`config.mk`:
```
export PLATFORM = sky130hd
export DESIGN_NAME = uartReceiveTop
export DESIGN_NICKNAME = d
export VERILOG_FILES = /design/src/uartFramePkg.sv /design/src/uartClockPkg.sv /design/src/uartReceiveTop.sv /design/src/rxLinkMonitor.sv /design/src/serialReceiver.sv /design/src/rxLineFilter.sv /design/src/baudTickGen.sv
export SDC_FILE = /design/constraint.sdc
export NUM_CORES = 1
export LEC_CHECK = 0
export BUFFER_PORTS_ARGS = -buffer_cell sky130_fd_sc_hd__buf_2
export CAP_MARGIN = 40
export CORE_MARGIN = 2
export CORE_UTILIZATION = 60
export DETAILED_ROUTE_END_ITERATION = 10
export HOLD_SLACK_MARGIN = 0.02
export PLACE_DENSITY_LB_ADDON = 0.05
export SKIP_LAST_GASP = 1
export SLEW_MARGIN = 40
export SYNTH_ARGS = -nofsm -noshare
export SYNTH_HDL_FRONTEND = slang
export SYNTH_SLANG_ARGS = --single-unit
```
`constraint.sdc`:
```
create_clock -name CLOCK_50 -period 3.4 [get_ports CLOCK_50]
set_input_delay 0.17 -clock CLOCK_50 [delete_from_list [all_inputs] [get_ports CLOCK_50]]
set_output_delay 0.17 -clock CLOCK_50 [all_outputs]
set_load 0.1 [all_outputs]
```
`src/uartFramePkg.sv`:
```
package uartFramePkg;

	// fixed 8N1 frame
	localparam int dataBits = 8;

	// link statistics widths
	localparam int frameCountWidth = 18; // good frames, wraps
	localparam int errorCountWidth = 7;  // stop bit failures, wraps

	// receiver state encoding
	localparam int rxStateWidth = 4;
	localparam logic [rxStateWidth-1:0] waitForStartBit = 4'd0; // idle, looking for a low
	localparam logic [rxStateWidth-1:0] collectData = 4'd1;     // shifting in data bits
	localparam logic [rxStateWidth-1:0] waitForStopBit = 4'd2;  // expecting a high
	localparam logic [rxStateWidth-1:0] resyncError = 4'd3;     // lost framing, hunting

	// timer value at a bit center: 8 ticks then carry, then +2 on the first bit
	localparam logic [3:0] bitTimerLast = 4'd10;

	// error capture word, two readings of the same 9 flops
	typedef union packed {
		struct packed {
			logic [dataBits-1:0] data; // byte assembled before the bad stop bit
			logic stop;                // the stop sample itself, always 0 here
		} frame;
		logic [dataBits:0] history;   // raw samples shifted in during resync
	} rxErrorWord;

endpackage

```
`src/uartClockPkg.sv`:
```
package uartClockPkg;

	// board clock and line rate
	localparam logic [31:0] clockHz = 32'd50_000_000; // CLOCK_50
	localparam logic [31:0] baudRate = 32'd115_200;   // bits per second on the wire
	localparam int oversample = 8;                    // ticks per bit

	// 50e6 / (115200 * 8) = 54.25, rounded to nearest
	localparam int baud8Divisor =
		(clockHz + (baudRate * oversample) / 2) / (baudRate * oversample);

	// divisor counter must hold baud8Divisor - 1
	localparam int tickCountWidth = 6;

endpackage
```
`src/uartReceiveTop.sv`:
```
`timescale 1ns/10ps

// UART receive subsystem, 115200 8N1 on CLOCK_50
module uartReceiveTop import uartFramePkg::*; (
	input  logic CLOCK_50,
	input  logic reset,
	input  logic serialIn,                     // raw RX pin
	output logic [dataBits-1:0] rxData,
	output logic dataReady,
	output logic errorFlag,
	output logic [rxStateWidth-1:0] rxState,
	output rxErrorWord errorCapture,
	output logic [frameCountWidth-1:0] frameCount,
	output logic [errorCountWidth-1:0] errorCount
);

	logic baud8Tick; // 8x bit rate strobe
	logic cleanBit;  // filtered line
	logic frameDone;
	logic stopError;

	baudTickGen baudGen (
		.CLOCK_50  (CLOCK_50),
		.reset     (reset),
		.baud8Tick (baud8Tick)
	);

	rxLineFilter lineFilter (
		.CLOCK_50  (CLOCK_50),
		.reset     (reset),
		.baud8Tick (baud8Tick),
		.serialIn  (serialIn),
		.cleanBit  (cleanBit)
	);

	serialReceiver receiver (
		.CLOCK_50     (CLOCK_50),
		.reset        (reset),
		.baud8Tick    (baud8Tick),
		.cleanBit     (cleanBit),
		.rxData       (rxData),
		.dataReady    (dataReady),
		.errorFlag    (errorFlag),
		.rxState      (rxState),
		.errorCapture (errorCapture),
		.frameDone    (frameDone),
		.stopError    (stopError)
	);

	rxLinkMonitor linkMonitor (
		.CLOCK_50   (CLOCK_50),
		.reset      (reset),
		.frameDone  (frameDone),
		.stopError  (stopError),
		.frameCount (frameCount),
		.errorCount (errorCount)
	);

endmodule

```
`src/rxLinkMonitor.sv`:
```
`timescale 1ns/10ps

// link health counters fed by the receiver strobes
module rxLinkMonitor import uartFramePkg::*; (
	input  logic CLOCK_50,
	input  logic reset,
	input  logic frameDone, // one cycle per good frame
	input  logic stopError, // one cycle per bad stop bit
	output logic [frameCountWidth-1:0] frameCount,
	output logic [errorCountWidth-1:0] errorCount
);

	// good frames, wraps silently
	always_ff @(posedge CLOCK_50) begin
		if (reset)
			frameCount <= '0;
		else if (frameDone)
			frameCount <= frameCount + 1'b1;
	end

	// stop bit failures, wraps silently
	always_ff @(posedge CLOCK_50) begin
		if (reset)
			errorCount <= '0;
		else if (stopError)
			errorCount <= errorCount + 1'b1;
	end

endmodule

```
`src/serialReceiver.sv`:
```
`timescale 1ns/10ps

// 8N1 receive state machine with stop bit check and resync after framing loss
module serialReceiver import uartFramePkg::*; (
	input  logic CLOCK_50,
	input  logic reset,
	input  logic baud8Tick,
	input  logic cleanBit,                 // filtered line from rxLineFilter
	output logic [dataBits-1:0] rxData,    // last assembled byte
	output logic dataReady,                // level, cleared by next start bit
	output logic errorFlag,                // level, set on bad stop bit
	output logic [rxStateWidth-1:0] rxState,
	output rxErrorWord errorCapture,       // frame view on error, history view in resync
	output logic frameDone,                // one cycle, good frame
	output logic stopError                 // one cycle, bad stop bit
);

	localparam int indexWidth = $clog2(dataBits);
	localparam logic [indexWidth-1:0] indexLast = indexWidth'(dataBits - 1);

	logic [3:0] bitTimer;  // low 3 bits count, bit 3 sticks after the first wrap
	logic [3:0] timerNext;
	logic sampleNow;       // tick that lands on a bit center
	logic startSeen;       // low line while idle
	logic [indexWidth-1:0] bitIndex;   // data bit being filled, LSB first
	logic [indexWidth-1:0] resyncCount; // samples taken in the current resync window
	logic [dataBits:0] historyNext;    // history with this sample shifted in
	logic resyncOk;

	// 0..7, carry into bit 3, then 9, 10 ... so first center 10 ticks in, then every 8
	assign timerNext = ({1'b0, bitTimer[2:0]} + 4'd1) | {bitTimer[3], 3'b000};
	assign sampleNow = baud8Tick && (timerNext == bitTimerLast) && (rxState != waitForStartBit);
	assign startSeen = baud8Tick && (rxState == waitForStartBit) && !cleanBit;

	assign historyNext = {errorCapture.history[dataBits-1:0], cleanBit};
	// all idle, or oldest sample low and newest high (start then stop seen in window)
	assign resyncOk = (&historyNext) || (!historyNext[dataBits] && historyNext[0]);

	// bit-center timer, parked at zero while idle
	always_ff @(posedge CLOCK_50) begin
		if (reset || rxState == waitForStartBit)
			bitTimer <= 4'd0;
		else if (baud8Tick)
			bitTimer <= timerNext;
	end

	always_ff @(posedge CLOCK_50) begin
		if (reset) begin
			rxState <= waitForStartBit;
			rxData <= '0;
			dataReady <= 1'b0;
			errorFlag <= 1'b0;
			bitIndex <= '0;
			resyncCount <= '0;
			frameDone <= 1'b0;
			stopError <= 1'b0;
		end else begin
			frameDone <= 1'b0; // strobes default low
			stopError <= 1'b0;

			if (startSeen) begin
				bitIndex <= '0;
				dataReady <= 1'b0; // consumer had until now to read rxData
				errorFlag <= 1'b0;
				rxState <= collectData;
			end

			if (sampleNow) begin
				case (rxState)
					collectData: begin
						rxData[bitIndex] <= cleanBit;
						bitIndex <= bitIndex + 1'b1;
						if (bitIndex == indexLast)
							rxState <= waitForStopBit;
					end

					waitForStopBit: begin
						if (cleanBit) begin // good stop bit
							dataReady <= 1'b1;
							frameDone <= 1'b1;
							rxState <= waitForStartBit;
						end else begin
							// framing lost, keep what we got for inspection
							errorFlag <= 1'b1;
							stopError <= 1'b1;
							errorCapture.frame.data <= rxData;
							errorCapture.frame.stop <= cleanBit;
							resyncCount <= '0;
							rxState <= resyncError;
						end
					end

					resyncError: begin
						errorCapture.history <= historyNext; // raw sample shift
						resyncCount <= resyncCount + 1'b1;   // wraps for the next window
						if (resyncCount == indexLast && resyncOk) begin
							// back in step, byte itself is lost
							errorFlag <= 1'b0;
							dataReady <= 1'b1;
							rxState <= waitForStartBit;
						end
					end

					default: rxState <= waitForStartBit; // unused codes fall back to idle
				endcase
			end
		end
	end

endmodule

```
`src/rxLineFilter.sv`:
```
`timescale 1ns/10ps

// synchronizer and spike filter on the serial input, sampled at the 8x tick
module rxLineFilter (
	input  logic CLOCK_50,
	input  logic reset,
	input  logic baud8Tick,
	input  logic serialIn, // raw line, asynchronous
	output logic cleanBit  // filtered line, idle high
);

	logic [1:0] syncInv;   // inverted line, so idle reads 0 out of reset
	logic [1:0] voteCount; // saturating up/down vote, counts toward line low

	always_ff @(posedge CLOCK_50) begin
		if (reset) begin
			syncInv <= 2'b00;
			voteCount <= 2'b00;
			cleanBit <= 1'b1; // no phantom start bit at power up
		end else if (baud8Tick) begin
			syncInv <= {syncInv[0], ~serialIn}; // two-stage sync

			// move the vote, hold at the ends
			if (syncInv[1] && voteCount != 2'b11)
				voteCount <= voteCount + 2'b01;
			else if (!syncInv[1] && voteCount != 2'b00)
				voteCount <= voteCount - 2'b01;

			// only flip at the extremes, a single tick blip never reaches them
			if (voteCount == 2'b00)
				cleanBit <= 1'b1;
			else if (voteCount == 2'b11)
				cleanBit <= 1'b0;
		end
	end

endmodule

```
`src/baudTickGen.sv`:
```
`timescale 1ns/10ps

// one-cycle strobe at 8x the bit rate
module baudTickGen import uartClockPkg::*; (
	input  logic CLOCK_50,
	input  logic reset,
	output logic baud8Tick // high for one cycle every baud8Divisor cycles
);

	localparam logic [tickCountWidth-1:0] countLast = tickCountWidth'(baud8Divisor - 1);

	logic [tickCountWidth-1:0] tickCount; // modulo baud8Divisor

	always_ff @(posedge CLOCK_50) begin
		if (reset) begin
			tickCount <= '0;
			baud8Tick <= 1'b0;
		end else if (tickCount == countLast) begin // wrap point
			tickCount <= '0;
			baud8Tick <= 1'b1;
		end else begin
			tickCount <= tickCount + 1'b1;
			baud8Tick <= 1'b0; // strobe lasts one cycle only
		end
	end

endmodule

```
# ---- Yosys cells after proc, flatten, opt, wreduce, memory -nomap -nowiden
# Index checks and enable logic that the tools add are counted.
dict set report classes {
  mux 33
  order_cmp 2
  n_reduce_logical 29
  n_bitwise 5
  n_eq_ne 10
  addsub 8
}
# op n
set ops {}
lappend ops {{$add A18 B1 Y18 const B} 1}
lappend ops {{$pmux W9 S2} 1}
lappend ops {{$mux W4} 4}
lappend ops {{$mux W1} 14}
lappend ops {{$mux W3} 4}
lappend ops {{$pmux W4 S3} 1}
lappend ops {{$logic_and A1 B1 Y1} 9}
lappend ops {{$mux W9} 1}
lappend ops {{$reduce_and A9 Y1} 1}
lappend ops {{$bwmux W8} 1}
lappend ops {{$eq A4 B2 Y1 const B} 2}
lappend ops {{$reduce_bool A2 Y1} 4}
lappend ops {{$add A7 B1 Y7 const B} 1}
lappend ops {{$add A3 B1 Y3 const B} 2}
lappend ops {{$add A6 B1 Y6 const B} 1}
lappend ops {{$eq A3 B3 Y1 const B} 2}
lappend ops {{$eq A6 B6 Y1 const B} 1}
lappend ops {{$mux W2} 3}
lappend ops {{$pmux W3 S2} 1}
lappend ops {{$reduce_and A2 Y1} 3}
lappend ops {{$add A3 B1 Y4 const B} 1}
lappend ops {{$eq A4 B1 Y1 const B} 1}
lappend ops {{$eq A4 B4 Y1 const B} 1}
lappend ops {{$logic_not A4 Y1} 1}
lappend ops {{18 further kinds} 26}
dict set report word_totals {
  input_bits 3
  output_inout_bits 48
  word_cells 104
  regBits 72
}

# ---- Depth between registers and ports, before layout
# Gate-level depths: netlist of run 1.
dict set report logic_depth {
  depth_word 7
  ltp_mapped 8
}

# ---- Modules after synthesis
# A second synthesis of run 1 with hierarchy kept.
dict set report hier_totals {
  cells_unflattened 337
  hier_area_um2 3303.2
}
# mod cells_per_inst instances area_per_inst_um2
set modules_own_cells {}
lappend modules_own_cells {serialReceiver 167 1 1712.9}
lappend modules_own_cells {rxLinkMonitor 115 1 1066.0}
lappend modules_own_cells {baudTickGen 28 1 271.5}
lappend modules_own_cells {rxLineFilter 27 1 252.7}

# ---- Worst setup path after synthesis of run 1
# No wires, ideal clock.
dict set report synth_path {
  path_kind {reg2reg}
  startpoint {register receiver.rxState[1]}
  endpoint {register receiver.errorCapture[0] (netlist name) (enable)}
  path_buffers 0
  setup_ns 0.374
  setup_slack_ns 0.669
  arrival_time_ns 2.357
  synth_period_minus_slack_ns 2.731
  stages_incl_launch_ff 4
  path_cell_list {dfxtp_1 > or3b_2 > or3_1 > nor2_1}
}
dict set report synth_via {
  elab_chain_cells 3
  word_cells_on_any_way 7
  classes_between {eq/ne (3); reduce/logical (4)}
}
# item line
set synth_rtl {}
lappend synth_rtl {{start: declaration} serialReceiver.sv:12} ;# output logic [rxStateWidth-1:0] rxState,
lappend synth_rtl {{start signal: assignment} serialReceiver.sv:49} ;# rxState <= waitForStartBit;
lappend synth_rtl {{start signal: assignment} serialReceiver.sv:65} ;# rxState <= collectData;
lappend synth_rtl {{start signal: assignment} serialReceiver.sv:74} ;# rxState <= waitForStopBit;
lappend synth_rtl {{$eq A4 B2 Y1 / $reduce_bool A4 Y1 (equally long branches)} {serialReceiver.sv:69, serialReceiver.sv:32}}
lappend synth_rtl {{$ne A2 B2 Y1 (no line) (tied with other cells)} -}
lappend synth_rtl {{$reduce_and A4 Y1 (no line) *} -}
lappend synth_rtl {{end: declaration} serialReceiver.sv:13} ;# output rxErrorWord errorCapture,
# Mark *: on every way between the ends. The rest lies on a longest branch, timed or not.
# A chain may end at the register's enable or synchronous reset.

# ---- Worst setup path after layout of run 1
dict set report layout_path {
  startpoint {register baudGen.baud8Tick}
  endpoint {register receiver.errorCapture[1] (netlist name) (enable)}
}
dict set report layout_via {
  elab_chain_cells 3
}
# item line
set layout_rtl {}
lappend layout_rtl {{start: declaration} baudTickGen.sv:7} ;# output logic baud8Tick
lappend layout_rtl {{start signal: assignment} baudTickGen.sv:17} ;# baud8Tick <= 1'b0;
lappend layout_rtl {{start signal: assignment} baudTickGen.sv:20} ;# baud8Tick <= 1'b1;
lappend layout_rtl {{start signal: assignment} baudTickGen.sv:23} ;# baud8Tick <= 1'b0;
lappend layout_rtl {{$logic_and A1 B1 Y1 (2 in a row)} serialReceiver.sv:32} ;# assign sampleNow = baud8Tick && (timerNext == bitTimerLast) && (rxState != waitForStartBit);
lappend layout_rtl {{$reduce_and A4 Y1 (no line)} -}
# No other way between the ends.

==> metrics.txt, run 1 <==
commonest cells after routing, fill and taps aside dfxtp_1 (63), nor2_1 (56), buf_2 (49); die width 76.21 um; GRT Overall Usage a little over a fifth; vias after detailed routing 2,454; Root Driver clkbuf_8; Vias per Instance roughly 5.3; final hold violations 0; Clock Power Share between 40% and 50%; Synth Warn # 0; DR DRC count 0; Worst EP required about 3400 ps; worst r2r dst receiver.errorCapture[1]; Die Span Y roughly 76 um; sw frac ~20%; Core Region 5075 sq um; Synth area leader dfxtp_1; clk_skew around 8.8 ps; fmax a little over 0.4 GHz; Synth Instances ~340; static leakage 0.001551 uW; Post-synth EDFFs 9; max-cap violations 0; vias in the first global route 2,300; initial antenna violation count 0; syn avg cell area about 9 sq um; GRT met2 Usage about a third; Crit Path Max Fanout 13; GRT met3 Usage 5.095%; worst setup slack after layout 919.3 ps; post-layout util 72.26%; post-route setup TNS 0 ps; Initial Utilization 61.64%; outcome finished clean; period utilisation layout ~73%; Int Power 1344 uW; layout cell share with drive strength beyond 1 between 10% and 20%; CTS sink cnt 72; r2r startpoint baudGen.baud8Tick; final WL about 5700 um; switching pwr 326.5 uW; Nets a little over 400; CTS resizes 0; commonest non-fill, non-tap cell in the layout dfxtp_1; CP arrival 2460 ps; CTS Hold Bufs 1; power share of the combinational group about 1.1%; number of buffers created by CTS 9; IO Port Bufs 50; crit path capture receiver.errorCapture[1]; WL per Instance 12.34 um; Slew @ Worst Pin about 690 ps; Synth async-reset ratio 0%; hpwl dp between 3000 and 4000 um; First-pass DRT Iterations 5; grt total ovfl 0; H-tree Lvls 3; DP Worst Slack roughly 910 ps; P&R area growth vs syn 17.24%; postcts setup bufs 0; grt met1 use 27.50%; CTS tree built; Antenna Cells 0; GR peak layer met2; Reg2Reg Depth 4; CTS clk-pin slew, worst paths approximately 70 ps; worst hold path type input port to flop; Post-Syn Area 3128 sq um; largest cells by area after synthesis dfxtp_1 (40%), edfxtp_1 (8.6%), nor2_1 (6.7%); GP Congestion roughly 0.8; Netlist cell types 40; Seq cells post-synth 72; Pwr Density between 400 and 500 nW/um^2; Iter 0 DRT Violations 100; Rel. slew slack between 50% and 60%; clk buf depth 2; # IOs 51; RSZ-0062 raised after global routing false; first-pass GRT wire length 10,210 um; ANT nets after route 0; die area 5807 sq um; Post-synth top flop dfxtp_1; Critical Path Start baudGen.baud8Tick; Peak VDD IR approximately 260 uV; max-slew violations 0; Synth top area share roughly two fifths; largest net degree at the start of global routing 52; Reg2Reg Setup Slack 920 ps; syn nets around 360; CP Class flop to flop; sequential-to-total area share from yosys stat roughly half; # setup viols final 0; Startpoint Class flop; Skew-Pair Late Insertion Delay between 300 and 400 ps; Min Clock Period, post-route roughly 2500 ps; sequential power share around half; Site Rows 26; Worst setup EP type flop
per-layer routing:
layer	wire (um)	share of wire (%)
met1	2784	48
met2	2610	45
met3	246	4.3
met4	108	1.9
met5	0	0
synth_stat cells (2+ instances only):
master    number
dfxtp_1       63
nor2_1        56
nand2_1       43
xor2_1        18
nand3_1       13
ha_1          12
mux2i_1       12
xnor2_1       11
a21oi_1       10
clkbuf_1      10
nand4_1       10
edfxtp_1       9
nor3_1         9
inv_1          8
nor2b_1        7
or3_1          7
o21ai_0        5
and3_1         4
nand3b_1       4
nor4_1         4
nand4b_1       3
a211oi_1       2
a31oi_1        2
and4bb_2       2
buf_2          2
or2_1          2
logic make-up after synthesis:
kind of cell / synth area share [%]
AOI/OAI and AO/OA: 4.360
xor gates and xnor gates: 8.120
adders and majority gates: 4.800
buffers and inverters: 2.840
DFF: 48.96
muxes: 4.200
and+or+nand+nor: 26.72
sequential cells by signal, indices dropped and copies added, names as in the netlist, 2 cells and up:
register,flops
receiver.errorCapture,9
baudGen.tickCount,6
receiver.bitTimer,4
linkMonitor.errorCount,7
receiver.resyncCount,3
linkMonitor.frameCount,18
receiver.rxData,8
receiver.bitIndex,3
lineFilter.syncInv,2
receiver.rxState,4
lineFilter.voteCount,2
critical path, stage by stage (launching register included):
cell and delay, ps:
dfxtp_1 580, nand2_1 130, or3_1 460, or3_1 380
nor2_1 570
worst min-delay path by stage:
stage / start / endpoint / depth (start not counted)
finish: reset / lineFilter.voteCount[1] / 2
global route: reset / linkMonitor.frameCount[3] / 2
CTS: reset / linkMonitor.frameCount[1] / 2
detailed placement: serialIn / lineFilter.syncInv[0] / 2
global placement: serialIn / lineFilter.syncInv[0] / 2
floorplan: serialIn / lineFilter.syncInv[0] / 1
stage by stage:
stage          hold WS [ps]  std cells  instance area [sq um]  power (uW)
2_1_floorplan         270.1        342                   3128       896.0
3_3_place_gp          360.9        449                   3415       900.6
3_5_place_dp          361.7        449                   3417       901.2
4_1_cts               273.1        466                   3667        1684
5_1_grt               296.9        466                   3667        1718
6_report              273.4        466                   3667        1671
power groups by stage:
| stage | logic, uW | registers, uW | clock network (uW) |
|---|---|---|---|
| CTS | 19.5 | 863 | 802 |
| global route | 21.9 | 863 | 833 |
| global placement | 18.0 | 883 | 0 |
| detailed placement | 18.5 | 883 | 0 |
| finish | 18.8 | 863 | 789 |
| floorplan | 13.8 | 882 | 0 |
final cells by class:
cell class                      count  area (sq um)
Sequential cell                    72          1531
Clock buffer                       12         166.4
Fill cell                         404          1408
Inverter                            8         30.03
Multi-Input combinational cell    248          1508
Timing Repair Buffer               52         270.3
Tap cell                           70         87.58
Clock inverter                      4         73.82
(Power assumes the default switching activity.)
==> inputs of run 2 (changes only) <==
--- a/config.mk
+++ b/config.mk
@@ -8,7 +8,7 @@
 export BUFFER_PORTS_ARGS = -buffer_cell sky130_fd_sc_hd__buf_2
 export CAP_MARGIN = 40
 export CORE_MARGIN = 2
-export CORE_UTILIZATION = 60
+export CORE_UTILIZATION = 50
 export DETAILED_ROUTE_END_ITERATION = 10
 export HOLD_SLACK_MARGIN = 0.02
 export PLACE_DENSITY_LB_ADDON = 0.05
==> constraint.sdc (replaced) <==
create_clock -name CLOCK_50 -period 2.1 [get_ports CLOCK_50]
set_input_delay 0.105 -clock CLOCK_50 [delete_from_list [all_inputs] [get_ports CLOCK_50]]
set_output_delay 0.105 -clock CLOCK_50 [all_outputs]
set_load 0.1 [all_outputs]
==> run 2 against run 1 <==
Core utilization shrank 9.4 points. Largest cell class unchanged. Non-clock buffer count grew 10. Setup slack lost 840 ps. Maximum frequency grew 23%.
==> metrics.txt, run 2 (same netlist as run 1, synthesis figures left out) <==
worst r2r dst receiver.errorCapture[3]; die width 83.10 um (+9.0%); Biggest register linkMonitor.frameCount; Post-Layout Inst Area 3767 sq um (+2.7%); Nets 417 (+2.7%); clk_skew 8.182 ps (-0.5818 ps); switching pwr 509.6 uW (+56%); Largest regs linkMonitor.frameCount x18, receiver.errorCapture x9, receiver.rxData x8; GRT met3 Usage 3.678% (-1.4 points); worst hold path type flop to flop; HP Start receiver.resyncCount[2]; delay-heaviest family, CP simple AND/OR/NAND/NOR gates; Crit Path Max Fanout 5 (-8); Pwr Density 664.6 nW/um^2 (+46%); CP arrival 2060 ps (-400 ps); Initial Utilization 52.21% (-9.4 points); initial antenna violation count 0 (unchanged); grt met1 use 22.14% (-5.4 points); Worst EP required 2140 ps (-1240 ps); commonest cells after routing, fill and taps aside nor2_1 (55), dfxtp_1 (50), buf_2 (50); Antenna Cells 0 (unchanged); grt total ovfl 0 (unchanged); r2r startpoint receiver.bitTimer[0]; outcome finished clean; die area 6905 sq um (+19%); largest net degree at the start of global routing 47 (-9.6%); postcts setup bufs 0 (unchanged); Min Clock Period, post-route 2018 ps (-462.8 ps); Slew @ Worst Pin 640.1 ps (-52.10 ps); max-cap violations 0 (unchanged); post-route setup TNS 0 ps (unchanged); Clock Power Share 42.9% (-4.3 points); Root Driver clkbuf_8; DR DRC count 0 (unchanged); Reg2Reg Setup Slack 80 ps (-840 ps); fmax 0.4955 GHz (+23%); vias after detailed routing 2,472 (+0.73%); Cells after DPL 463 (+3.1%); ANT nets after route 0 (unchanged); IO Port Bufs 50 (unchanged); max-slew violations 0 (unchanged); Skew-Pair Late Insertion Delay 340 ps (about the same); final WL 5823 um (+1.3%); crit-path max cell delay 470 ps (-110 ps); final hold violations 0 (unchanged); power share of the combinational group 1.3% (+0.2 points); sw frac 20.35% (+0.81 points); Peak VDD IR 392.2 uV (+50%); Total Power 2504 uW (+50%); RSZ-0062 raised after global routing false; # IOs 51 (unchanged); Rel. slew slack 57.24% (+3.6 points); Vias per Instance 5.129 (-2.6%); number of buffers created by CTS 9 (unchanged); Hold Slack 461.9 ps (+188.6 ps); GRT met2 Usage 27.57% (-7.1 points); period utilisation layout 96.09% (+23 points); Buf/Inv on CP 0 (unchanged); sequential power share 55.7% (+4.0 points); hpwl dp 4021 um (+1.8%); max FFs per register 18 (unchanged); WL per Instance 12.08 um (-2.1%); Worst path slowest cell or3_1; Int Power 1994 uW (+48%); CTS tree built; Die Span Y 83.10 um (+9.0%); first-pass GRT wire length 9839 um (-3.7%); H-tree Lvls 3 (unchanged); Site Rows 28 (+7.7%); most used cell, CP or3_1; Core Region 5991 sq um (+18%); WHS Endpoint receiver.resyncCount[2]; Final Non-Filler Cells 482 (+3.4%); Reg2Reg Depth 5 (+1); CP Class flop to flop; GP Congestion 0.7560 (-8.3%); Startpoint Class flop; CTS clk-pin slew, worst paths 70 ps (about the same); Worst setup EP type flop; layout cell share with drive strength beyond 1 23.83% (+5.9 points); static leakage 0.001588 uW (+2.4%); placed instance area 3526 sq um (+3.2%); P&R area growth vs syn 20.44%; Iter 0 DRT Violations 86 (-14%); worst hold path stage count 2 (unchanged); commonest non-fill, non-tap cell in the layout nor2_1; CP cell instances ha_2 > xor2_1 > or3_1 > or3_1 > nor2_4; clk buf depth 2 (unchanged); GRT Overall Usage 17.32% (-4.2 points); GR peak layer met2; CTS sink cnt 72 (unchanged); # setup viols final 0 (unchanged); First-pass DRT Iterations 5 (unchanged); vias in the first global route 2,177 (-5.3%)
==> run 2: changes by cell type in the layout (fill, tap and decap cells not counted), sizes merged <==
cell,before,now
clkbuf,12,15
bufinv,2,0
buf,51,60
nor2,56,57
dlygate4sd3,1,2
inv,8,9
clkinv,2,0
==> run 2: power by group through the flow <==
stage / registers (uW) / logic [uW] / clock network [uW]
after CTS: 1390 / 34.9 / 1110
after detailed placement: 1430 / 32.1 / 0
after global placement: 1430 / 31.2 / 0
after floorplan: 1430 / 22.4 / 0
after global routing: 1390 / 39.2 / 1160
final: 1390 / 33.8 / 1080
==> run 2: stage by stage <==
stage	setup WS (ps)	util (%)
after global placement	77.27	58.86
final	82.04	62.89
after global routing	11.18	62.89
after detailed placement	23.46	58.86
after floorplan	7.892	-
after CTS	17.46	62.57
==> run 2: worst max path at each step <==
stage,start,end,cells after the start
after floorplan,receiver.rxState[0],receiver.rxData[3],7
after global placement,receiver.bitTimer[0],receiver.errorCapture[6],5
after detailed placement,receiver.bitTimer[0],receiver.errorCapture[6],5
after CTS,receiver.bitTimer[0],receiver.errorCapture[3],5
after global routing,receiver.bitTimer[0],receiver.errorCapture[0],5
final,receiver.bitTimer[0],receiver.errorCapture[3],5
==> run 2: tightest hold or removal path: cells and delay by family, from the launching register on <==
kind,cells,cell delay [ps]
DFF,1,320
and+or+nand+nor,1,50
AOI/OAI and AO/OA,1,50
==> run 2: per-layer routing <==
metal  up-vias  share of wire [%]
met5         -                  0
met4         0                2.2
met3        12                3.7
met2        48                 45
met1      1126                 49
li1       1286                  -
==> run 2: repair_timing <==
item,CTS,global route
endpoints found under the setup margin,0,12
gates resized for setup,0,3
hold buffers,2,0
endpoints found under the hold margin,2,0
==> run 2: final cells by class <==
type                    instances  area (sq um)
flip-flops and latches         72          1553
repair buffers                 62         345.3
fillers                       525          2223
inverters                       8         30.03
clock inverters                 1         6.256
well taps                      75         93.84
multi-input cells             249          1543
clock buffers                  15         196.4
